==> src/dual_issue_pkg.sv <==
`default_nettype none

package dual_issue_pkg;

    // Widths ------------------------
    localparam int XLEN        = 32;
    localparam int REG_AW      = 5;
    localparam int PC_W        = 10;   // Instruction address width.
    localparam int DMEM_AW     = 8;
    localparam int DMEM_DEPTH  = 256;
    localparam int IMM_W       = 16;
    localparam int OP_W        = 4;
    localparam int ISSUE_WIDTH = 2;    // Slots per issued pair.

    typedef logic [XLEN-1:0]    word_t;
    typedef logic [REG_AW-1:0]  reg_addr_t;
    typedef logic [PC_W-1:0]    pc_t;
    typedef logic [DMEM_AW-1:0] dmem_addr_t;
    typedef logic [IMM_W-1:0]   imm_t;     // Sign-extended before use.
    typedef logic [OP_W-1:0]    opcode_t;

    // Opcodes -----------------------
    localparam opcode_t OP_NOP  = 4'd0;
    localparam opcode_t OP_ADD  = 4'd1;
    localparam opcode_t OP_SUB  = 4'd2;
    localparam opcode_t OP_AND  = 4'd3;
    localparam opcode_t OP_OR   = 4'd4;
    localparam opcode_t OP_SLT  = 4'd5;    // Signed compare.
    localparam opcode_t OP_ADDI = 4'd6;
    localparam opcode_t OP_LW   = 4'd7;
    localparam opcode_t OP_SW   = 4'd8;
    localparam opcode_t OP_JAL  = 4'd9;    // Link only.

endpackage

`default_nettype wire

==> src/stage_bus_if.sv <==
`timescale 1ns/1ps
`default_nettype none

// Result tap of one pipeline stage, one entry per slot.
interface stage_tap_if;
    import dual_issue_pkg::*;

    logic      valid0;     // Slot 0 writes a nonzero rd.
    reg_addr_t rd0;
    word_t     value0;
    logic      is_load0;   // Value is still the address.
    logic      valid1;
    reg_addr_t rd1;
    word_t     value1;
    logic      is_load1;

    modport producer (output valid0, rd0, value0, is_load0,
                      output valid1, rd1, value1, is_load1);
    modport consumer (input  valid0, rd0, value0, is_load0,
                      input  valid1, rd1, value1, is_load1);
endinterface

// Writeback bus into the register file.
interface wb_bus_if;
    import dual_issue_pkg::*;

    logic      wb_valid0;
    reg_addr_t wb_rd0;
    word_t     wb_data0;
    logic      wb_valid1;
    reg_addr_t wb_rd1;
    word_t     wb_data1;

    modport source (output wb_valid0, wb_rd0, wb_data0, wb_valid1, wb_rd1, wb_data1);
    modport sink   (input  wb_valid0, wb_rd0, wb_data0, wb_valid1, wb_rd1, wb_data1);
endinterface

`default_nettype wire

==> src/operand_forward.sv <==
`timescale 1ns/1ps
`default_nettype none

module operand_forward (
    input  logic                      clk,
    input  logic                      rst_n,
    input  logic                      issue_valid,
    input  dual_issue_pkg::reg_addr_t rs0,
    input  dual_issue_pkg::reg_addr_t rt0,
    input  dual_issue_pkg::reg_addr_t rs1,
    input  dual_issue_pkg::reg_addr_t rt1,
    input  dual_issue_pkg::word_t     rs0_val,
    input  dual_issue_pkg::word_t     rt0_val,
    input  dual_issue_pkg::word_t     rs1_val,
    input  dual_issue_pkg::word_t     rt1_val,
    stage_tap_if.consumer             ex_tap,
    stage_tap_if.consumer             mem_tap,
    wb_bus_if.sink                    wb,
    output dual_issue_pkg::word_t     fwd_rs0,
    output dual_issue_pkg::word_t     fwd_rt0,
    output dual_issue_pkg::word_t     fwd_rs1,
    output dual_issue_pkg::word_t     fwd_rt1
);
    import dual_issue_pkg::*;

    reg_addr_t idx    [2*ISSUE_WIDTH];
    word_t     rf_val [2*ISSUE_WIDTH];
    word_t     fwd    [2*ISSUE_WIDTH];

    // Sources in priority order, index 0 highest.
    logic      src_valid [3*ISSUE_WIDTH];
    reg_addr_t src_rd    [3*ISSUE_WIDTH];
    word_t     src_val   [3*ISSUE_WIDTH];
    logic      src_load  [2*ISSUE_WIDTH];  // EX and MEM entries only.
    logic      load_use;
    logic      tap_rd_zero;

    assign idx    = '{rs0, rt0, rs1, rt1};
    assign rf_val = '{rs0_val, rt0_val, rs1_val, rt1_val};

    assign src_valid = '{ex_tap.valid1, ex_tap.valid0, mem_tap.valid1, mem_tap.valid0,
                         wb.wb_valid1, wb.wb_valid0};
    assign src_rd    = '{ex_tap.rd1, ex_tap.rd0, mem_tap.rd1, mem_tap.rd0,
                         wb.wb_rd1, wb.wb_rd0};
    assign src_val   = '{ex_tap.value1, ex_tap.value0, mem_tap.value1, mem_tap.value0,
                         wb.wb_data1, wb.wb_data0};
    assign src_load  = '{ex_tap.is_load1, ex_tap.is_load0,
                         mem_tap.is_load1, mem_tap.is_load0};

    // Walk from lowest priority up so the best match is applied last.
    always_comb begin
        load_use    = 1'b0;
        tap_rd_zero = 1'b0;
        for (int k = 0; k < 2*ISSUE_WIDTH; k++) begin
            fwd[k] = rf_val[k];
            for (int s = 3*ISSUE_WIDTH - 1; s >= 0; s--) begin
                if (src_valid[s] && idx[k] != '0 && src_rd[s] == idx[k]) begin
                    fwd[k] = src_val[s];
                    if (s < 2*ISSUE_WIDTH && src_load[s]) load_use = 1'b1;
                end
            end
        end
        for (int s = 0; s < 2*ISSUE_WIDTH; s++) begin
            if (src_valid[s] && src_rd[s] == '0) tap_rd_zero = 1'b1;
        end
    end

    assign fwd_rs0 = fwd[0];
    assign fwd_rt0 = fwd[1];
    assign fwd_rs1 = fwd[2];
    assign fwd_rt1 = fwd[3];

    // Checks ------------------------
    // A load's word exists only from writeback on.
    a_load_use: assert property (@(posedge clk) disable iff (!rst_n)
        issue_valid |-> !load_use)
        else $error("operand_forward: operand depends on a load still in EX or MEM");

    a_tap_rd: assert property (@(posedge clk) disable iff (!rst_n) !tap_rd_zero)
        else $error("operand_forward: valid tap entry targets register 0");

endmodule

`default_nettype wire

==> src/flat_wrapper.sv <==
// flat-port wrapper written by rule: the top's interface ports become plain ports
module operand_forward_flat import dual_issue_pkg::*;
  (clk, rst_n, issue_valid, rs0, rt0, rs1, rt1, rs0_val, rt0_val, rs1_val, rt1_val, fwd_rs0, fwd_rt0, fwd_rs1, fwd_rt1, ex_tap_valid0, ex_tap_rd0, ex_tap_value0, ex_tap_is_load0, ex_tap_valid1, ex_tap_rd1, ex_tap_value1, ex_tap_is_load1, mem_tap_valid0, mem_tap_rd0, mem_tap_value0, mem_tap_is_load0, mem_tap_valid1, mem_tap_rd1, mem_tap_value1, mem_tap_is_load1, wb_wb_valid0, wb_wb_rd0, wb_wb_data0, wb_wb_valid1, wb_wb_rd1, wb_wb_data1);
  stage_tap_if ex_tap_i ();
  stage_tap_if mem_tap_i ();
  wb_bus_if wb_i ();
  input  logic clk;
  input  logic rst_n;
  input  logic issue_valid;
  input  dual_issue_pkg::reg_addr_t rs0;
  input  dual_issue_pkg::reg_addr_t rt0;
  input  dual_issue_pkg::reg_addr_t rs1;
  input  dual_issue_pkg::reg_addr_t rt1;
  input  dual_issue_pkg::word_t rs0_val;
  input  dual_issue_pkg::word_t rt0_val;
  input  dual_issue_pkg::word_t rs1_val;
  input  dual_issue_pkg::word_t rt1_val;
  output dual_issue_pkg::word_t fwd_rs0;
  output dual_issue_pkg::word_t fwd_rt0;
  output dual_issue_pkg::word_t fwd_rs1;
  output dual_issue_pkg::word_t fwd_rt1;
  input wire logic [$bits(ex_tap_i.valid0)-1:0] ex_tap_valid0;
  input wire logic [$bits(ex_tap_i.rd0)-1:0] ex_tap_rd0;
  input wire logic [$bits(ex_tap_i.value0)-1:0] ex_tap_value0;
  input wire logic [$bits(ex_tap_i.is_load0)-1:0] ex_tap_is_load0;
  input wire logic [$bits(ex_tap_i.valid1)-1:0] ex_tap_valid1;
  input wire logic [$bits(ex_tap_i.rd1)-1:0] ex_tap_rd1;
  input wire logic [$bits(ex_tap_i.value1)-1:0] ex_tap_value1;
  input wire logic [$bits(ex_tap_i.is_load1)-1:0] ex_tap_is_load1;
  input wire logic [$bits(mem_tap_i.valid0)-1:0] mem_tap_valid0;
  input wire logic [$bits(mem_tap_i.rd0)-1:0] mem_tap_rd0;
  input wire logic [$bits(mem_tap_i.value0)-1:0] mem_tap_value0;
  input wire logic [$bits(mem_tap_i.is_load0)-1:0] mem_tap_is_load0;
  input wire logic [$bits(mem_tap_i.valid1)-1:0] mem_tap_valid1;
  input wire logic [$bits(mem_tap_i.rd1)-1:0] mem_tap_rd1;
  input wire logic [$bits(mem_tap_i.value1)-1:0] mem_tap_value1;
  input wire logic [$bits(mem_tap_i.is_load1)-1:0] mem_tap_is_load1;
  input wire logic [$bits(wb_i.wb_valid0)-1:0] wb_wb_valid0;
  input wire logic [$bits(wb_i.wb_rd0)-1:0] wb_wb_rd0;
  input wire logic [$bits(wb_i.wb_data0)-1:0] wb_wb_data0;
  input wire logic [$bits(wb_i.wb_valid1)-1:0] wb_wb_valid1;
  input wire logic [$bits(wb_i.wb_rd1)-1:0] wb_wb_rd1;
  input wire logic [$bits(wb_i.wb_data1)-1:0] wb_wb_data1;
  assign ex_tap_i.valid0 = ex_tap_valid0;
  assign ex_tap_i.rd0 = ex_tap_rd0;
  assign ex_tap_i.value0 = ex_tap_value0;
  assign ex_tap_i.is_load0 = ex_tap_is_load0;
  assign ex_tap_i.valid1 = ex_tap_valid1;
  assign ex_tap_i.rd1 = ex_tap_rd1;
  assign ex_tap_i.value1 = ex_tap_value1;
  assign ex_tap_i.is_load1 = ex_tap_is_load1;
  assign mem_tap_i.valid0 = mem_tap_valid0;
  assign mem_tap_i.rd0 = mem_tap_rd0;
  assign mem_tap_i.value0 = mem_tap_value0;
  assign mem_tap_i.is_load0 = mem_tap_is_load0;
  assign mem_tap_i.valid1 = mem_tap_valid1;
  assign mem_tap_i.rd1 = mem_tap_rd1;
  assign mem_tap_i.value1 = mem_tap_value1;
  assign mem_tap_i.is_load1 = mem_tap_is_load1;
  assign wb_i.wb_valid0 = wb_wb_valid0;
  assign wb_i.wb_rd0 = wb_wb_rd0;
  assign wb_i.wb_data0 = wb_wb_data0;
  assign wb_i.wb_valid1 = wb_wb_valid1;
  assign wb_i.wb_rd1 = wb_wb_rd1;
  assign wb_i.wb_data1 = wb_wb_data1;
  operand_forward u_core (.clk(clk), .rst_n(rst_n), .issue_valid(issue_valid), .rs0(rs0), .rt0(rt0), .rs1(rs1), .rt1(rt1), .rs0_val(rs0_val), .rt0_val(rt0_val), .rs1_val(rs1_val), .rt1_val(rt1_val), .ex_tap(ex_tap_i), .mem_tap(mem_tap_i), .wb(wb_i), .fwd_rs0(fwd_rs0), .fwd_rt0(fwd_rt0), .fwd_rs1(fwd_rs1), .fwd_rt1(fwd_rt1));
endmodule
==> config.mk <==
export PLATFORM = sky130hd
export DESIGN_NAME = operand_forward_flat
export DESIGN_NICKNAME = d
export VERILOG_FILES = /design/src/dual_issue_pkg.sv /design/src/stage_bus_if.sv /design/src/operand_forward.sv /design/src/flat_wrapper.sv
export SDC_FILE = /design/constraint.sdc
export NUM_CORES = 1
export LEC_CHECK = 0
export ABC_CLOCK_PERIOD_IN_PS = 4600
export CORE_AREA = 4 4 199 201
export DETAILED_ROUTE_END_ITERATION = 7
export DIE_AREA = 0 0 203 205
export DONT_BUFFER_PORTS = 1
export PLACE_DENSITY = 0.4
export SETUP_SLACK_MARGIN = 0.5
export SLEW_MARGIN = 25
export SYNTH_ARGS = -nofsm -noshare
export SYNTH_HDL_FRONTEND = slang
export SYNTH_SLANG_ARGS = --single-unit
==> constraint.sdc <==
create_clock -name vclk -period 4.6
set_input_delay 0.92 -clock vclk [all_inputs]
set_output_delay 0.92 -clock vclk [all_outputs]
set_load 0.02 [all_outputs]
* Word-level counts from Yosys, hierarchy flattened
Cells that the tools add are included.
Cells by class: reductions and logical operators 52, multiplexer cells 24, equal/unequal tests 24
Operators with widths (count):
- $mux W32 | 24
- $eq A5 B5 Y1 | 24
- $logic_and A1 B1 Y1 | 48
- $reduce_bool A5 Y1 | 4
Word-level totals: input port bits 383, flip-flop bits (word level) 0

* Logic depth before layout (Yosys ltp)
depth after elaboration 9, gate-level depth with buffers 9, mapped depth without buffers 6

* Worst setup path before layout
No wires, ideal clock.
path kind input port to output port, start input port rt1[4], end output port fwd_rt1[21], path buffers 2, arrival 2.861 ns, setup slack 0.819 ns, stages on the path 7, path through buf_4 or4_4 or2_2 nand4_1 clkbuf_1 o221ai_1 a21oi_1
Between the ends: word-level cells in the longest chain between the ends 9
Ends and longest elaborated chain:
- from (decl) | line flat_wrapper.sv:13 | input dual_issue_pkg::reg_addr_t rt1;
- $reduce_bool A5 Y1 | line operand_forward.sv:57 | if (src_valid[s] && idx[k] != '0 && src_rd[s] == idx[k]) begin
- $logic_and A1 B1 Y1 (2 in series) | line operand_forward.sv:57
- $mux W32 (5 in series) | line operand_forward.sv:57
- $mux W32 (*) | line operand_forward.sv:57
- to (decl) | line flat_wrapper.sv:21 | output dual_issue_pkg::word_t fwd_rt1;
Mark *: on every way between the ends. The rest lies on a longest branch, timed or not.

* Worst setup path after layout
start input port rt1[4], end output port fwd_rt1[5]
Same word-level chain as after synthesis.

==> run_results.csv <==
group,metric,value,unit
pwr,p_leak,3.51,nW
critical_path,path_class,"primary input to primary output",
critical_path,start_kind,"primary input",
sta,finalSetupViolCount,0,
sta,layout_setup_ws,0.485,ns
final_layout,final_area,0.0105,mm²
global_route,grt_use_total,0.290,
yosys,yosysSeqAreaShare,0,
sta,slew_headroom,0.362,
sta,fin_crit_sh,0.895,
floorplanning,core_area,0.0376,mm²
floorplanning,ioPinCount,511,
routing,wl_met2,29.8,mm
final_layout,fillers,4219,
routing,detail_route.wl_per_cell,36.6,µm
routing,drc_errors,0,
final_layout,syn2layout_area_growth,14.9,%
status,run_status,"complete, no violations",
routing,dr_wl_met3,7.65,mm
floorplanning,placementRows,71,
routing,antenna_left,0,
critical_path,worst-path-max-fanout,32,
placed_design,routabilityCongestion,0.898,
routing,drt_first_iter_violations,1540,
placed_design,port_buffers,0,
final_layout,design.seq.count,0,
yosys,synth_area,0.00918,mm²
placed_design,dp_hpwl,46.5,mm
global_route,grt_pass1_wl,90.7,mm
floorplanning,chipWidth,203,µm
yosys,ys_warn_count,0,
placed_design,dpl_worst_slack,0.392,ns
hold_path,whs_path_depth,2,
global_route,antenna_found_initial,6,
yosys,syn_inst,1302,
routing,vias_per_cell,7.08,
global_route,grt_max_degree,38,
routing,drt-pass1-iter-count,6,
critical_path,cp.required,3.68,ns
routing,vias,12675,
yosys,syn_nets,1685,
sta,hold_ws,2.09,ns
sta,min_period,4.12,ns
global_route,first_global_vias,12858,
routing,highest_layer,"met5",
critical_path,crit_start,"rt1[4]",
routing,met1_length,24.7,mm
routing,wirelength,65.6,mm
pwr,max-vdd-ir-drop,0.0465,mV
sta,fin_setup_tns,0,ns
floorplanning,initial_core_util,0.244,
sta,hold_viol,0,
sta,max_freq,243,MHz
sta,worst_slew_pin_slew,0.954,ns
final_layout,nets,1660,
yosys,syn_area_per_cell,7.05,µm²
pwr,p_total,1.08,mW
critical_path,cp-end-kind,"primary output",
sta,slew_violations,0,
floorplanning,die_area,0.0416,mm²
hold_path,hold_start,"ex_tap_value1[0]",
job,maxCapViolCount,0,
final_layout,final_common_cell,"nand2b_1",
hold_path,hp-class,"primary input to primary output",
placed_design,place_area,0.0103,mm²
final_layout,seqCellArea,0,µm²
sta,rsz0062_at_grt,"no",
global_route,gr-total-overflow,0,
yosys,ys_types,47,
final_layout,final_cell_mix,"nand2b_1, a221oi_1, buf_4",
pwr,power.density,103,mW/mm²
final_layout,layout-drive-gt1-share,0.220,
floorplanning,die_h,205,µm
critical_path,worstPathArrival,3.20,ns
final_layout,num-clock-buffers,0,
hold_path,hold_end,"fwd_rs1[0]",
-- report_power, final --
group          switching [mW]  internal, mW
Clock                       0   0.000000146
Sequential                  0             0
Combinational           0.662         0.420
-- layer usage --
| metal | vias up | global-route usage |
|---|---|---|
| met5 | - | 0 |
| met3 | 285 | 0.0893 |
| li1 | 5149 | - |
| met2 | 1145 | 0.474 |
| met1 | 6092 | 0.352 |
| met4 | 4 | 0.125 |
-- area by class of cell --
type | count | area [µm²] | share of cell area
inverter | 2 | 7.51 | 0.000712
tap | 511 | 639 | 0.0606
timing repair buffer | 134 | 1180 | 0.112
multi-input combinational | 1139 | 8710 | 0.825
antenna | 5 | 12.5 | 0.00119
-- metrics by stage --
| step | util | instances |
|---|---|---|
| CTS | 0.277 | 1779 |
| detailed placement | 0.274 | 1772 |
| floorplan | - | 1302 |
| global route | 0.281 | 1788 |
| global placement | 0.273 | 1769 |
| finish | 0.281 | 1791 |
-- kinds of logic after synthesis --
kind of cell	after synthesis	synth area share
buf+inv	163	0.0831
simple gates	369	0.241
mux	128	0.153
compound gates	525	0.412
xor+xnor	117	0.112
-- worst max-delay path, cell delays in order --
cell      delay (ns)
or4_4           0.52
or2_2           0.35
nand4_1         0.18
buf_6           0.43
o221ai_1        0.18
a21oi_1         0.38
buf_4           0.22
-- worst max path at each step --
stage / cells after the start / to
finish: 7 / fwd_rt1[5]
global route: 6 / fwd_rs1[8]
CTS: 7 / fwd_rt0[5]
detailed placement: 6 / fwd_rs0[15]
global placement: 7 / fwd_rt0[5]
floorplan: 7 / fwd_rt1[21]
-- synthesized netlist by cell type, drive strengths merged, types with 38 or more instances --
cell	number	share of area
and2	64	0.044
mux2	96	0.12
a21oi	106	0.058
clkbuf	92	0.038
xor2	52	0.050
xnor2	65	0.062
nand2b	127	0.087
o221ai	96	0.092
a221oi	121	0.12
and3	38	0.026
buf	69	0.045
o22ai	96	0.065
-- timing repair --
action                                  CTS  global route
endpoints found under the setup margin   36            46
pin swaps                                 2             2
buffers inserted                          6             7
hold buffers                              0             0
gates resized for setup                   9            11
cloned                                    1             0
Note: power is estimated with default switching activity, not from simulation.
