<file path="config.mk">
export PLATFORM = sky130hd
export DESIGN_NAME = execute_stage_flat
export DESIGN_NICKNAME = d
export VERILOG_FILES = /design/src/dual_issue_pkg.sv /design/src/stage_bus_if.sv /design/src/alu.sv /design/src/execute_stage.sv /design/src/flat_wrapper.sv
export SDC_FILE = /design/constraint.sdc
export NUM_CORES = 1
export LEC_CHECK = 0
export ABC_CLOCK_PERIOD_IN_PS = 4570
export BUFFER_PORTS_ARGS = -buffer_cell sky130_fd_sc_hd__buf_4
export CAP_MARGIN = 30
export CORE_ASPECT_RATIO = 2
export CORE_MARGIN = 5
export CORE_UTILIZATION = 50
export CTS_BUF_LIST = sky130_fd_sc_hd__clkbuf_4
export DETAILED_ROUTE_END_ITERATION = 6
export GPL_TIMING_DRIVEN = 0
export PLACE_DENSITY = 0.78
export SLEW_MARGIN = 25
export SYNTH_ARGS = -nofsm -noshare
export SYNTH_HDL_FRONTEND = slang
export SYNTH_SLANG_ARGS = --single-unit
</file>
<file path="constraint.sdc">
create_clock -name clk -period 4.57 [get_ports clk]
set_clock_uncertainty 0.1 [all_clocks]
set_input_delay 0.914 -clock clk [delete_from_list [all_inputs] [get_ports clk]]
set_output_delay 0.914 -clock clk [all_outputs]
set_load 0.02 [all_outputs]
</file>
<file path="src/dual_issue_pkg.sv">
`default_nettype none

package dual_issue_pkg;

    // Widths ------------------------
    localparam int XLEN        = 32;
    localparam int REG_AW      = 5;
    localparam int PC_W        = 10;   // Instruction address width.
    localparam int DMEM_AW     = 8;
    localparam int DMEM_DEPTH  = 256;
    localparam int IMM_W       = 16;
    localparam int OP_W        = 4;
    localparam int ISSUE_WIDTH = 2;    // Slots per issued pair.

    typedef logic [XLEN-1:0]    word_t;
    typedef logic [REG_AW-1:0]  reg_addr_t;
    typedef logic [PC_W-1:0]    pc_t;
    typedef logic [DMEM_AW-1:0] dmem_addr_t;
    typedef logic [IMM_W-1:0]   imm_t;     // Sign-extended before use.
    typedef logic [OP_W-1:0]    opcode_t;

    // Opcodes -----------------------
    localparam opcode_t OP_NOP  = 4'd0;
    localparam opcode_t OP_ADD  = 4'd1;
    localparam opcode_t OP_SUB  = 4'd2;
    localparam opcode_t OP_AND  = 4'd3;
    localparam opcode_t OP_OR   = 4'd4;
    localparam opcode_t OP_SLT  = 4'd5;    // Signed compare.
    localparam opcode_t OP_ADDI = 4'd6;
    localparam opcode_t OP_LW   = 4'd7;
    localparam opcode_t OP_SW   = 4'd8;
    localparam opcode_t OP_JAL  = 4'd9;    // Link only.

endpackage

`default_nettype wire

</file>
<file path="src/stage_bus_if.sv">
`timescale 1ns/1ps
`default_nettype none

// Result tap of one pipeline stage, one entry per slot.
interface stage_tap_if;
    import dual_issue_pkg::*;

    logic      valid0;     // Slot 0 writes a nonzero rd.
    reg_addr_t rd0;
    word_t     value0;
    logic      is_load0;   // Value is still the address.
    logic      valid1;
    reg_addr_t rd1;
    word_t     value1;
    logic      is_load1;

    modport producer (output valid0, rd0, value0, is_load0,
                      output valid1, rd1, value1, is_load1);
    modport consumer (input  valid0, rd0, value0, is_load0,
                      input  valid1, rd1, value1, is_load1);
endinterface


`default_nettype wire

</file>
<file path="src/alu.sv">
`timescale 1ns/1ps
`default_nettype none

module alu (
    input  dual_issue_pkg::opcode_t op,
    input  dual_issue_pkg::word_t   a,
    input  dual_issue_pkg::word_t   b,
    input  dual_issue_pkg::imm_t    imm,
    input  dual_issue_pkg::pc_t     pc,
    output dual_issue_pkg::word_t   result
);
    import dual_issue_pkg::*;

    word_t imm_ext;
    pc_t   link;

    assign imm_ext = {{(XLEN-IMM_W){imm[IMM_W-1]}}, imm};
    assign link    = pc + pc_t'(1);   // Return address of a jal.

    always_comb begin
        case (op)
            OP_ADD:              result = a + b;
            OP_SUB:              result = a - b;
            OP_AND:              result = a & b;
            OP_OR:               result = a | b;
            OP_SLT:              result = {{(XLEN-1){1'b0}}, $signed(a) < $signed(b)};
            OP_ADDI, OP_LW, OP_SW: result = a + imm_ext;   // Also the memory address.
            OP_JAL:              result = {{(XLEN-PC_W){1'b0}}, link};
            default:             result = '0;
        endcase
    end

endmodule

`default_nettype wire

</file>
<file path="src/execute_stage.sv">
`timescale 1ns/1ps
`default_nettype none

module execute_stage (
    input  logic                      clk,
    input  logic                      rst_n,
    input  logic                      issue_valid,
    input  dual_issue_pkg::opcode_t   op0,
    input  dual_issue_pkg::opcode_t   op1,
    input  dual_issue_pkg::reg_addr_t rd0,
    input  dual_issue_pkg::reg_addr_t rd1,
    input  dual_issue_pkg::imm_t      imm0,
    input  dual_issue_pkg::imm_t      imm1,
    input  dual_issue_pkg::pc_t       pc0,
    input  dual_issue_pkg::pc_t       pc1,
    input  dual_issue_pkg::word_t     fwd_rs0,
    input  dual_issue_pkg::word_t     fwd_rt0,
    input  dual_issue_pkg::word_t     fwd_rs1,
    input  dual_issue_pkg::word_t     fwd_rt1,
    stage_tap_if.producer             ex_tap,
    output dual_issue_pkg::opcode_t   ex_op0,
    output dual_issue_pkg::opcode_t   ex_op1,
    output dual_issue_pkg::word_t     ex_res0,
    output dual_issue_pkg::word_t     ex_res1,
    output dual_issue_pkg::word_t     ex_store0,
    output dual_issue_pkg::word_t     ex_store1
);
    import dual_issue_pkg::*;

    opcode_t   op0_q, op1_q;
    logic      wr0_q, wr1_q;
    reg_addr_t rd0_q, rd1_q;
    imm_t      imm0_q, imm1_q;
    pc_t       pc0_q, pc1_q;
    word_t     a0_q, b0_q, a1_q, b1_q;

    function automatic logic writes_reg(opcode_t op);
        return op inside {OP_ADD, OP_SUB, OP_AND, OP_OR, OP_SLT, OP_ADDI, OP_LW, OP_JAL};
    endfunction

    // ID/EX control -----------------
    always_ff @(posedge clk) begin
        if (!rst_n) begin
            op0_q <= OP_NOP;
            op1_q <= OP_NOP;
            wr0_q <= 1'b0;
            wr1_q <= 1'b0;
        end else begin
            op0_q <= issue_valid ? op0 : OP_NOP;   // Bubble when not issued.
            op1_q <= issue_valid ? op1 : OP_NOP;
            wr0_q <= issue_valid && writes_reg(op0) && (rd0 != '0);
            wr1_q <= issue_valid && writes_reg(op1) && (rd1 != '0);
        end
    end

    // ID/EX payload.
    always_ff @(posedge clk) begin
        rd0_q  <= rd0;
        rd1_q  <= rd1;
        imm0_q <= imm0;
        imm1_q <= imm1;
        pc0_q  <= pc0;
        pc1_q  <= pc1;
        a0_q   <= fwd_rs0;
        b0_q   <= fwd_rt0;
        a1_q   <= fwd_rs1;
        b1_q   <= fwd_rt1;
    end

    alu alu0_inst (.op(op0_q), .a(a0_q), .b(b0_q), .imm(imm0_q), .pc(pc0_q), .result(ex_res0));
    alu alu1_inst (.op(op1_q), .a(a1_q), .b(b1_q), .imm(imm1_q), .pc(pc1_q), .result(ex_res1));

    assign ex_op0    = op0_q;
    assign ex_op1    = op1_q;
    assign ex_store0 = b0_q;   // rt carries the store data.
    assign ex_store1 = b1_q;

    assign ex_tap.valid0   = wr0_q;
    assign ex_tap.rd0      = rd0_q;
    assign ex_tap.value0   = ex_res0;
    assign ex_tap.is_load0 = (op0_q == OP_LW);
    assign ex_tap.valid1   = wr1_q;
    assign ex_tap.rd1      = rd1_q;
    assign ex_tap.value1   = ex_res1;
    assign ex_tap.is_load1 = (op1_q == OP_LW);

endmodule

`default_nettype wire

</file>
<file path="src/flat_wrapper.sv">
// flat-port wrapper written by rule: the top's interface ports become plain ports
module execute_stage_flat import dual_issue_pkg::*;
  (clk, rst_n, issue_valid, op0, op1, rd0, rd1, imm0, imm1, pc0, pc1, fwd_rs0, fwd_rt0, fwd_rs1, fwd_rt1, ex_op0, ex_op1, ex_res0, ex_res1, ex_store0, ex_store1, ex_tap_valid0, ex_tap_rd0, ex_tap_value0, ex_tap_is_load0, ex_tap_valid1, ex_tap_rd1, ex_tap_value1, ex_tap_is_load1);
  stage_tap_if ex_tap_i ();
  input  logic clk;
  input  logic rst_n;
  input  logic issue_valid;
  input  dual_issue_pkg::opcode_t op0;
  input  dual_issue_pkg::opcode_t op1;
  input  dual_issue_pkg::reg_addr_t rd0;
  input  dual_issue_pkg::reg_addr_t rd1;
  input  dual_issue_pkg::imm_t imm0;
  input  dual_issue_pkg::imm_t imm1;
  input  dual_issue_pkg::pc_t pc0;
  input  dual_issue_pkg::pc_t pc1;
  input  dual_issue_pkg::word_t fwd_rs0;
  input  dual_issue_pkg::word_t fwd_rt0;
  input  dual_issue_pkg::word_t fwd_rs1;
  input  dual_issue_pkg::word_t fwd_rt1;
  output dual_issue_pkg::opcode_t ex_op0;
  output dual_issue_pkg::opcode_t ex_op1;
  output dual_issue_pkg::word_t ex_res0;
  output dual_issue_pkg::word_t ex_res1;
  output dual_issue_pkg::word_t ex_store0;
  output dual_issue_pkg::word_t ex_store1;
  output wire logic [$bits(ex_tap_i.valid0)-1:0] ex_tap_valid0;
  output wire logic [$bits(ex_tap_i.rd0)-1:0] ex_tap_rd0;
  output wire logic [$bits(ex_tap_i.value0)-1:0] ex_tap_value0;
  output wire logic [$bits(ex_tap_i.is_load0)-1:0] ex_tap_is_load0;
  output wire logic [$bits(ex_tap_i.valid1)-1:0] ex_tap_valid1;
  output wire logic [$bits(ex_tap_i.rd1)-1:0] ex_tap_rd1;
  output wire logic [$bits(ex_tap_i.value1)-1:0] ex_tap_value1;
  output wire logic [$bits(ex_tap_i.is_load1)-1:0] ex_tap_is_load1;
  assign ex_tap_valid0 = ex_tap_i.valid0;
  assign ex_tap_rd0 = ex_tap_i.rd0;
  assign ex_tap_value0 = ex_tap_i.value0;
  assign ex_tap_is_load0 = ex_tap_i.is_load0;
  assign ex_tap_valid1 = ex_tap_i.valid1;
  assign ex_tap_rd1 = ex_tap_i.rd1;
  assign ex_tap_value1 = ex_tap_i.value1;
  assign ex_tap_is_load1 = ex_tap_i.is_load1;
  execute_stage u_core (.clk(clk), .rst_n(rst_n), .issue_valid(issue_valid), .op0(op0), .op1(op1), .rd0(rd0), .rd1(rd1), .imm0(imm0), .imm1(imm1), .pc0(pc0), .pc1(pc1), .fwd_rs0(fwd_rs0), .fwd_rt0(fwd_rt0), .fwd_rs1(fwd_rs1), .fwd_rt1(fwd_rt1), .ex_tap(ex_tap_i), .ex_op0(ex_op0), .ex_op1(ex_op1), .ex_res0(ex_res0), .ex_res1(ex_res1), .ex_store0(ex_store0), .ex_store1(ex_store1));
endmodule
</file>
After elaboration in Yosys (flattened, before gate mapping)
Index checks and enable logic that the tools add are counted.
Cells by class
  reduce and logical (&&, ||, !) cells: 11
  equality and inequality tests: 34
  add/sub/neg operators: 8
  bitwise gates (word level): 4
  magnitude comparators: 2
  multiplexer cells: 2
Operators with widths (number)
  $pmux W32 S7: 2
  $add A32 B32 Y32: 4
  $and A32 B32 Y32: 2
  $eq A4 B3 Y1 const B: 16
  $lt A32 B32 Y1: 2
  $or A32 B32 Y32: 2
  $sub A32 B32 Y32: 2
  $eq A4 B2 Y1 const B: 8
  $eq A4 B4 Y1 const B: 6
  $add A10 B1 Y10 const B: 2
  $eq A4 B1 Y1 const B: 4
  $reduce_bool A8 Y1: 2
  $reduce_bool A5 Y1: 2
  $reduce_or A3 Y1: 2
  $logic_and A1 B1 Y1: 4
  $reduce_and A2 Y1: 1
Word-level totals
  output and inout port bits: 214
  bits of input ports: 201
  register bits: 200
  word-level logic and storage cells: 75

Depth between registers and ports, before layout
Gate-level depths: netlist (run 1).
  word-level depth: 4
  gate-level depth with buffers: 18
  mapped depth without buffers: 15

Cells and area by module
From an unflattened synthesis (run 1), not the netlist that was laid out.
Unflattened totals
  cell total of the unflattened synthesis: 1823
  area, all modules: 15683.8 µm²
By module, submodules not included
  alu at u_core.alu1_inst: seq. area each 0.0 µm², instances 1, area an instance 5641.7 µm², cells each 792
  alu at u_core.alu0_inst: seq. area each 0.0 µm², instances 1, area an instance 5426.5 µm², cells each 746
  execute_stage: seq. area each 4003.8 µm², instances 1, area an instance 4615.7 µm², cells each 285

Worst setup path after synthesis (run 1)
OpenSTA, ideal clock, no wires.
  path kind: register to output
  start: register u_core.op1_q[3] (netlist: u_core.ex_op1[3])
  end: output ex_tap_value1[30]
  arrival: 4.374 ns
  path buffers: 2
  cell stages (with the launch flop): 18
  data required time: 3.556 ns
  path slack: -0.818 ns
  path through: dfxtp_1 -> and3b_1 -> nor2_1 -> clkbuf_1 -> mux2_2 -> ha_1 -> inv_1 -> fa_1 -> nor2b_1 -> o31a_1 -> o311a_1 -> o2111ai_1 -> a21oi_1 -> a41o_1 -> o31ai_2 -> xor2_1 -> o221ai_1 -> buf_4
Between the ends
  cells in the longest elaborated chain, start to end: 3
  elaborated cells on any way between the ends: 11
Ends and longest elaborated chain
  start, declared: RTL line execute_stage.sv:30  | opcode_t op0_q, op1_q;
  start signal, assigned: RTL line execute_stage.sv:50  | op1_q <= issue_valid ? op1 : OP_NOP;
  $eq A4 B3 Y1 or $eq A4 B4 Y1 (tied branches): RTL line alu.sv:21  | case (op)
  $reduce_or A3 Y1: RTL line alu.sv:21
  $pmux W32 S7 (*): RTL line alu.sv:21
  end, declared: RTL line flat_wrapper.sv:32  | output wire logic [$bits(ex_tap_i.value1)-1:0] ex_tap_value1;
Mark *: on every way between the ends. The rest lies on a longest branch, timed or not.

Worst setup path after layout (run 1)
  start: register u_core.op1_q[1] (netlist: u_core.ex_op1[1])
  end: output ex_tap_value1[30]
Same word-level chain as after synthesis.

==> impl_metrics.env, run 1 <==
export IMPL_yosys_register_bits=200
export IMPL_setup_worst_path_start_class="register"
export IMPL_grt_pass1_wl_um=97400
export IMPL_port_buffers=414
export IMPL_grt_start_max_net_pins=23
export IMPL_slew_headroom_pct=22.1
export IMPL_crit_buf_inv=4
export IMPL_netlist_top_cells_area="sky130_fd_sc_hd__dfxtp_1, sky130_fd_sc_hd__ha_1, sky130_fd_sc_hd__xnor2_1"
export IMPL_synthDominantAreaCellType="sky130_fd_sc_hd__dfxtp_1"
export IMPL_tritoncts_num_sinks=200
export IMPL_fin_crit_sh_pct=128
export IMPL_failed_checks="negative setup slack"
export IMPL_post_route_min_period_ps=5830
export IMPL_sequential_share_of_the_synthesized_area_pct=25.0
export IMPL_finalHoldViolations=0
export IMPL_vias_per_cell=5.94
export IMPL_gpl_wtd_cong=1.02
export IMPL_power_density_mw_per_mm2=265
export IMPL_drtAntennaViolNets=0
export IMPL_synthesis_instances=1881
export IMPL_route_detailed_drc=0
export IMPL_placeableCoreArea_mm2=0.0315
export IMPL_nets=2893
export IMPL_total_leakage_power_nw=11.3
export IMPL_cts_root_buffer_cell="sky130_fd_sc_hd__clkbuf_4"
export IMPL_clock_fmax_ghz=0.171
export IMPL_max_cap_violations=0
export IMPL_postSynth_asyncResetShare_pct=0
export IMPL_dr_first_iter_drc_count=1012
export IMPL_post_drt_wl_per_cell_um=23.7
export IMPL_grt_pass1_vias=18000
export IMPL_end_kind="output pin"
export IMPL_yosys_cell_types_count=88
export IMPL_max_stage_delay_ps=410
export IMPL_globalRouteOverflowTotal=0
export IMPL_cpLargestDelayFamily="compound AO/OA/AOI/OAI gates"
export IMPL_timing_critical_path_slowest_stage_cell="sky130_fd_sc_hd__dfxtp_4"
export IMPL_htreeDepth=4
export IMPL_worstPathRequired_ps=3560
export IMPL_crit_path_cell_trace="and3b_2 > nor2_4 > clkbuf_16 > mux2_4 > ha_4 > inv_2 > fa_2 > nor2b_4 > o31a_1 > o311a_1 > o2111ai_2 > a21oi_4 > a41o_1 > o31ai_2 > xor2_1 > o221ai_2 > buf_4 > buf_6"
export IMPL_area_growth_synth_to_final_pct=47.8
export IMPL_outcome="finished with violations"
export IMPL_die_area_mm2=0.0359
export IMPL_synth_warnings=0
export IMPL_clockBufferDepth=2
export IMPL_detailedPlacementHpwl_um=50700
export IMPL_detail_route_first_pass_iterations=5
export IMPL_floorplan_initialDensity_pct=50.7
export IMPL_tightest_slew_ps=1170
export IMPL_rsz0062_at_grt="yes"
export IMPL_syn_cell_area_mm2=0.0160
export IMPL_syn_num_nets=2351
export IMPL_critPathArrivalTime_ps=4820
export IMPL_critical_path_max_fanout=5
export IMPL_whs_ps=179
export IMPL_drt_wl_total_um=67900
export IMPL_synth_top_cell_area_share_pct=25.0
export IMPL_setup_worst_path_class="reg -> out"
export IMPL_number_of_antenna_violations_at_the_first_check_in_global_routing=4
export IMPL_vias=17000
export IMPL_die_x_um=136
export IMPL_fp_dieH_um=263
export IMPL_worst_setup_hold_path_clk_slew_ps=220
export IMPL_synthFlopType="sky130_fd_sc_hd__dfxtp_1"
export IMPL_syn_avg_cell_area_um2=8.50
export IMPL_maxSlewViolCount=0
export IMPL_number_of_cts_inserted_buffers=17
export IMPL_clock_tree_from_tritoncts="built"
export IMPL_groute_usage_overall_pct=35.5
export IMPL_synth_enable_flop_cells=0
export IMPL_fin_ws_ps=-1260
export IMPL_boundaryPins=415
export IMPL_num_rows=92
export IMPL_post_dp_cell_area_mm2=0.0199
export IMPL_holdCritPathClass="in -> reg"
export IMPL_fill_cells=2311
export IMPL_ir_drop_mv=0.194
export IMPL_post_route_cell_area_mm2=0.0236
export IMPL_post_place_ws_ps=-1400
export IMPL_report_final_setup_viol=115
export IMPL_layout_drive_gt1_share_pct=42.0
[power by group]
group / switching [W] / internal (W)
registers: 0.000112 / 0.00184
clock network: 0.000817 / 0.000329
logic: 0.00169 / 0.00147
total: 0.00262 / 0.00363
[flip-flops by register name (all words and copies together), names as in the netlist, 4 cells and up]
| register | cells |
|---|---|
| u_core.a0_q | 32 |
| u_core.a1_q | 32 |
| u_core.ex_store0 | 32 |
| u_core.ex_store1 | 32 |
| u_core.imm0_q | 16 |
| u_core.imm1_q | 16 |
| u_core.pc0_q | 10 |
| u_core.pc1_q | 10 |
| u_core.ex_tap.rd0 | 5 |
| u_core.ex_tap.rd1 | 5 |
| u_core.ex_op0 | 4 |
| u_core.ex_op1 | 4 |
[cell usage in the layout (no fill, tap or decap), types with 30 or more instances in the layout]
| master | count |
|---|---|
| sky130_fd_sc_hd__xnor2_1 | 70 |
| sky130_fd_sc_hd__buf_4 | 477 |
| sky130_fd_sc_hd__o21ai_0 | 48 |
| sky130_fd_sc_hd__dfxtp_1 | 153 |
| sky130_fd_sc_hd__a21oi_1 | 121 |
| sky130_fd_sc_hd__buf_6 | 110 |
| sky130_fd_sc_hd__nand3_1 | 30 |
| sky130_fd_sc_hd__nand2_1 | 63 |
| sky130_fd_sc_hd__ha_4 | 33 |
| sky130_fd_sc_hd__a21o_1 | 61 |
| sky130_fd_sc_hd__ha_1 | 223 |
| sky130_fd_sc_hd__nor2_1 | 141 |
| sky130_fd_sc_hd__inv_1 | 188 |
[per-layer routing]
layer	track usage [%]	wire [um]	vias up	share of wire [%]
li1	-	-	7641	-
met1	29.9	19700	8000	29
met2	66.9	36400	931	54
met3	6.02	4320	421	6.4
met4	33.1	7470	0	11
met5	0	0	-	0
[worst paths after layout]
| path | startpoint | to | slack, ps | depth (start not counted) |
|---|---|---|---|---|
| worst max-delay path | u_core.ex_op1[1] | ex_tap_value1[30] | -1260 | 18 |
| worst min-delay path | fwd_rt1[25] | u_core.ex_store1[25] | 180 | 1 |
[timing repair]
| action | 4_1_cts | 5_1_grt |
|---|---|---|
| gates resized for setup | 389 | 155 |
| pin swaps | 123 | 111 |
| setup buffers | 83 | 39 |
| setup endpoints to repair | 123 | 120 |
| hold buffers | 0 | 0 |
[metrics by stage]
| step | util, % | std cells | total power, W | TNS [ps] |
|---|---|---|---|---|
| 6_report | 74.9 | 2863 | 0.00625 | -94520 |
| 5_1_grt | 74.9 | 2862 | 0.00652 | -113220 |
| 4_1_cts | 71.8 | 2828 | 0.00596 | -88670 |
| 3_5_place_dp | 63.2 | 2720 | 0.00440 | -50200 |
| 3_3_place_gp | 63.1 | 2718 | 0.00436 | -48280 |
| 2_1_floorplan | - | 1881 | 0.00352 | -1280 |
[cell families (layout without fill, tap and decap cells)]
| group | after synthesis | count (layout) | synth area share [%] |
|---|---|---|---|
| AND/OR/NAND/NOR | 415 | 415 | 12.7 |
| buffers and inverters | 310 | 865 | 8.80 |
| adder cells (fa/ha/maj) | 269 | 269 | 21.2 |
| flip-flops | 200 | 200 | 25.0 |
| other | 0 | 4 | 0 |
| AO/OA/AOI/OAI | 530 | 530 | 23.1 |
| multiplexers | 34 | 34 | 2.36 |
| XOR/XNOR | 123 | 123 | 6.74 |
[synthesized netlist by cell type, types with 5 or more instances]
cell	instances
sky130_fd_sc_hd__a211oi_1	6
sky130_fd_sc_hd__a21o_1	63
sky130_fd_sc_hd__a21oi_1	153
sky130_fd_sc_hd__a221oi_1	34
sky130_fd_sc_hd__a22oi_1	5
sky130_fd_sc_hd__a31oi_1	10
sky130_fd_sc_hd__and2_1	5
sky130_fd_sc_hd__and3_1	25
sky130_fd_sc_hd__buf_4	64
sky130_fd_sc_hd__clkbuf_1	47
sky130_fd_sc_hd__dfxtp_1	200
sky130_fd_sc_hd__ha_1	265
sky130_fd_sc_hd__inv_1	194
sky130_fd_sc_hd__mux2_2	30
sky130_fd_sc_hd__nand2_1	72
sky130_fd_sc_hd__nand2b_1	24
sky130_fd_sc_hd__nand3_1	35
sky130_fd_sc_hd__nand4_1	7
sky130_fd_sc_hd__nor2_1	153
sky130_fd_sc_hd__nor2b_1	20
sky130_fd_sc_hd__nor3_1	24
sky130_fd_sc_hd__nor4_1	10
sky130_fd_sc_hd__nor4b_1	5
sky130_fd_sc_hd__o211ai_1	11
sky130_fd_sc_hd__o21a_1	14
sky130_fd_sc_hd__o21ai_0	86
sky130_fd_sc_hd__o21bai_1	25
sky130_fd_sc_hd__o221ai_1	31
sky130_fd_sc_hd__o31ai_1	19
sky130_fd_sc_hd__or2_2	6
sky130_fd_sc_hd__or3_1	8
sky130_fd_sc_hd__or4_1	7
sky130_fd_sc_hd__xnor2_1	89
sky130_fd_sc_hd__xor2_1	34
[layout make-up]
type / instances / area, um2 / share of cell area (%)
sequential: 200 / 4120 / 17.4
timing repair buffer: 532 / 4460 / 18.9
multi-input combinational: 1371 / 12700 / 53.6
antenna: 4 / 10.0 / 0.0424
inverter: 194 / 728 / 3.08
clock inverter: 15 / 214 / 0.905
buffer: 107 / 773 / 3.27
tap: 423 / 529 / 2.24
clock buffer: 17 / 128 / 0.540
Note: power is estimated with default switching activity, not from simulation.
==> inputs of run 2 (changes only) <==
--- a/config.mk
+++ b/config.mk
@@ -10,9 +10,8 @@
 export CAP_MARGIN = 30
-export CORE_ASPECT_RATIO = 2
 export CORE_MARGIN = 5
-export CORE_UTILIZATION = 50
-export CTS_BUF_LIST = sky130_fd_sc_hd__clkbuf_4
+export CORE_UTILIZATION = 49
+export CTS_BUF_LIST = sky130_fd_sc_hd__clkbuf_16
 export DETAILED_ROUTE_END_ITERATION = 6
 export GPL_TIMING_DRIVEN = 0
-export PLACE_DENSITY = 0.78
+export PLACE_DENSITY = 0.77
 export SLEW_MARGIN = 25
==> constraint.sdc (replaced) <==
create_clock -name clk -period 4.57 [get_ports clk]
set_clock_uncertainty 0.1 [all_clocks]
set_input_delay 0.2285 -clock clk [delete_from_list [all_inputs] [get_ports clk]]
set_output_delay 0.2285 -clock clk [all_outputs]
set_load 0.02 [all_outputs]
==> impl_metrics.env, run 2 (synthesized netlist as in run 1, its figures left out) <==
export IMPL_rsz0062_at_grt="yes"
export IMPL_layout_cells_most_common="sky130_fd_sc_hd__buf_4"
export IMPL_post_place_ws_ps=-941
export IMPL_ir_drop_mv=0.345
export IMPL_power_frac_comb_pct=44.8
export IMPL_number_of_antenna_violations_at_the_first_check_in_global_routing=7
export IMPL_max_cap_violations=0
export IMPL_vias=17700
export IMPL_layout_common_cells="sky130_fd_sc_hd__buf_4, sky130_fd_sc_hd__ha_1, sky130_fd_sc_hd__dlygate4sd3_1"
export IMPL_num_rows=66
export IMPL_number_of_cts_inserted_buffers=17
export IMPL_crit_path_cell_trace="nor4b_4 > nor2_4 > clkbuf_16 > mux2_4 > ha_4 > inv_2 > fa_2 > nor2b_2 > o31a_1 > o311a_1 > o2111ai_2 > a21oi_2 > a41o_1 > buf_4 > xor2_2 > a221o_1 > buf_4 > buf_4"
export IMPL_fp_dieH_um=191
export IMPL_clock_fmax_ghz=0.203
export IMPL_placeableCoreArea_mm2=0.0324
export IMPL_die_x_um=191
export IMPL_layout_drive_gt1_share_pct=30.1
export IMPL_drt_wl_total_um=65200
export IMPL_grt_start_max_net_pins=22
export IMPL_post_drt_wl_per_cell_um=21.4
export IMPL_nets=3051
export IMPL_outcome="finished with violations"
export IMPL_maxSlewViolCount=0
export IMPL_critical_path_max_fanout=4
export IMPL_detailedPlacementHpwl_um=44100
export IMPL_holdCritPathClass="in -> reg"
export IMPL_grt_pass1_vias=17800
export IMPL_fin_ws_ps=-355
export IMPL_vias_per_cell=5.83
export IMPL_htreeDepth=4
export IMPL_critPathArrivalTime_ps=4600
export IMPL_setup_worst_path_class="reg -> out"
export IMPL_boundaryPins=415
export IMPL_clockBufferDepth=2
export IMPL_detail_route_first_pass_iterations=7
export IMPL_worst_path_most_repeated_cell="sky130_fd_sc_hd__buf_4"
export IMPL_power_report_internal_total_w=0.00390
export IMPL_tightest_slew_ps=931
export IMPL_failed_checks="design-rule violations, negative setup slack"
export IMPL_groute_usage_overall_pct=33.4
export IMPL_stdcell_count=3043
export IMPL_floorplan_initialDensity_pct=49.4
export IMPL_area_growth_synth_to_final_pct=49.5
export IMPL_power_density_mw_per_mm2=268
export IMPL_drtAntennaViolNets=0
export IMPL_fin_crit_sh_pct=108
export IMPL_port_buffers=414
export IMPL_worst_setup_hold_path_clk_slew_ps=90
export IMPL_power_sequential_fraction_pct=30.5
export IMPL_finalHoldViolations=0
export IMPL_report_final_setup_viol=40
export IMPL_power_switching_fraction_pct=39.1
export IMPL_setup_worst_path_start_class="register"
export IMPL_tritoncts_num_sinks=200
export IMPL_power_share_clock_pct=24.8
export IMPL_slew_headroom_pct=37.9
export IMPL_grt_pass1_wl_um=96300
export IMPL_globalRouteOverflowTotal=0
export IMPL_die_area_mm2=0.0363
export IMPL_layout_core_utilization_pct=73.9
export IMPL_timing_critical_path_slowest_stage_cell="sky130_fd_sc_hd__o311a_1"
export IMPL_post_route_min_period_ps=4930
export IMPL_worstPathRequired_ps=4240
export IMPL_switchingPower_w=0.00251
export IMPL_route_detailed_drc=1
export IMPL_place_inst=2737
export IMPL_cpLargestDelayFamily="compound AO/OA/AOI/OAI gates"
export IMPL_gpl_wtd_cong=1.05
export IMPL_dr_first_iter_drc_count=1412
export IMPL_crit_buf_inv=5
export IMPL_total_leakage_power_nw=11.7
export IMPL_cts_root_buffer_cell="sky130_fd_sc_hd__clkbuf_16"
export IMPL_max_stage_delay_ps=410
export IMPL_clock_tree_from_tritoncts="built"
export IMPL_end_kind="output pin"
run 2: final cells by class:
class	count	area (um2)
inverter	194	728
sequential	200	4030
clock inverter	15	176
fill	2204	8460
antenna	7	17.5
buffer	104	712
tap	442	553
timing repair buffer	693	5820
clock buffer	17	425
multi-input combinational	1371	11400
run 2: path summary, 6_finish.rpt:
path	startpoint	to	slack, ps	cells past startpoint
min	pc0[3]	u_core.pc0_q[3]	280	2
max	u_core.ex_op1[2]	ex_tap_value1[28]	-360	18
run 2: metal layers:
metal	GRT usage, %	part of all wire [%]	up-vias
met2	60.2	50	1077
met3	7.51	8.6	295
met1	36.7	36	8397
li1	-	-	7968
met5	0	0	-
met4	17.3	5.7	0
run 2: metrics by stage:
stage                     total power [W]  setup TNS (ps)  cell area (um2)  hold slack, ps
after global placement            0.00427          -45080            19700             233
after detailed placement          0.00431          -46310            19700             234
after global routing              0.00666          -12190            23900             280
after CTS                         0.00617           -3080            23300             274
after floorplan                   0.00348               0            16000             156
final                             0.00641           -6300            23900             280
run 2: what timing repair did:
item / 4_1_cts / 5_1_grt
resized for setup: 148 / 98
buffers inserted: 46 / 23
pin swaps: 44 / 54
hold buffers: 209 / 0
endpoints found under the setup margin: 108 / 84
hold endpoints to repair: 200 / 0
run 2: power by group through the flow:
stage          sequential, W  combinational (W)  clock (W)
6_report             0.00195            0.00287    0.00159
5_1_grt              0.00196            0.00303    0.00167
4_1_cts              0.00194            0.00265    0.00158
3_5_place_dp         0.00198            0.00233          0
3_3_place_gp         0.00198            0.00229          0
2_1_floorplan        0.00199            0.00149          0
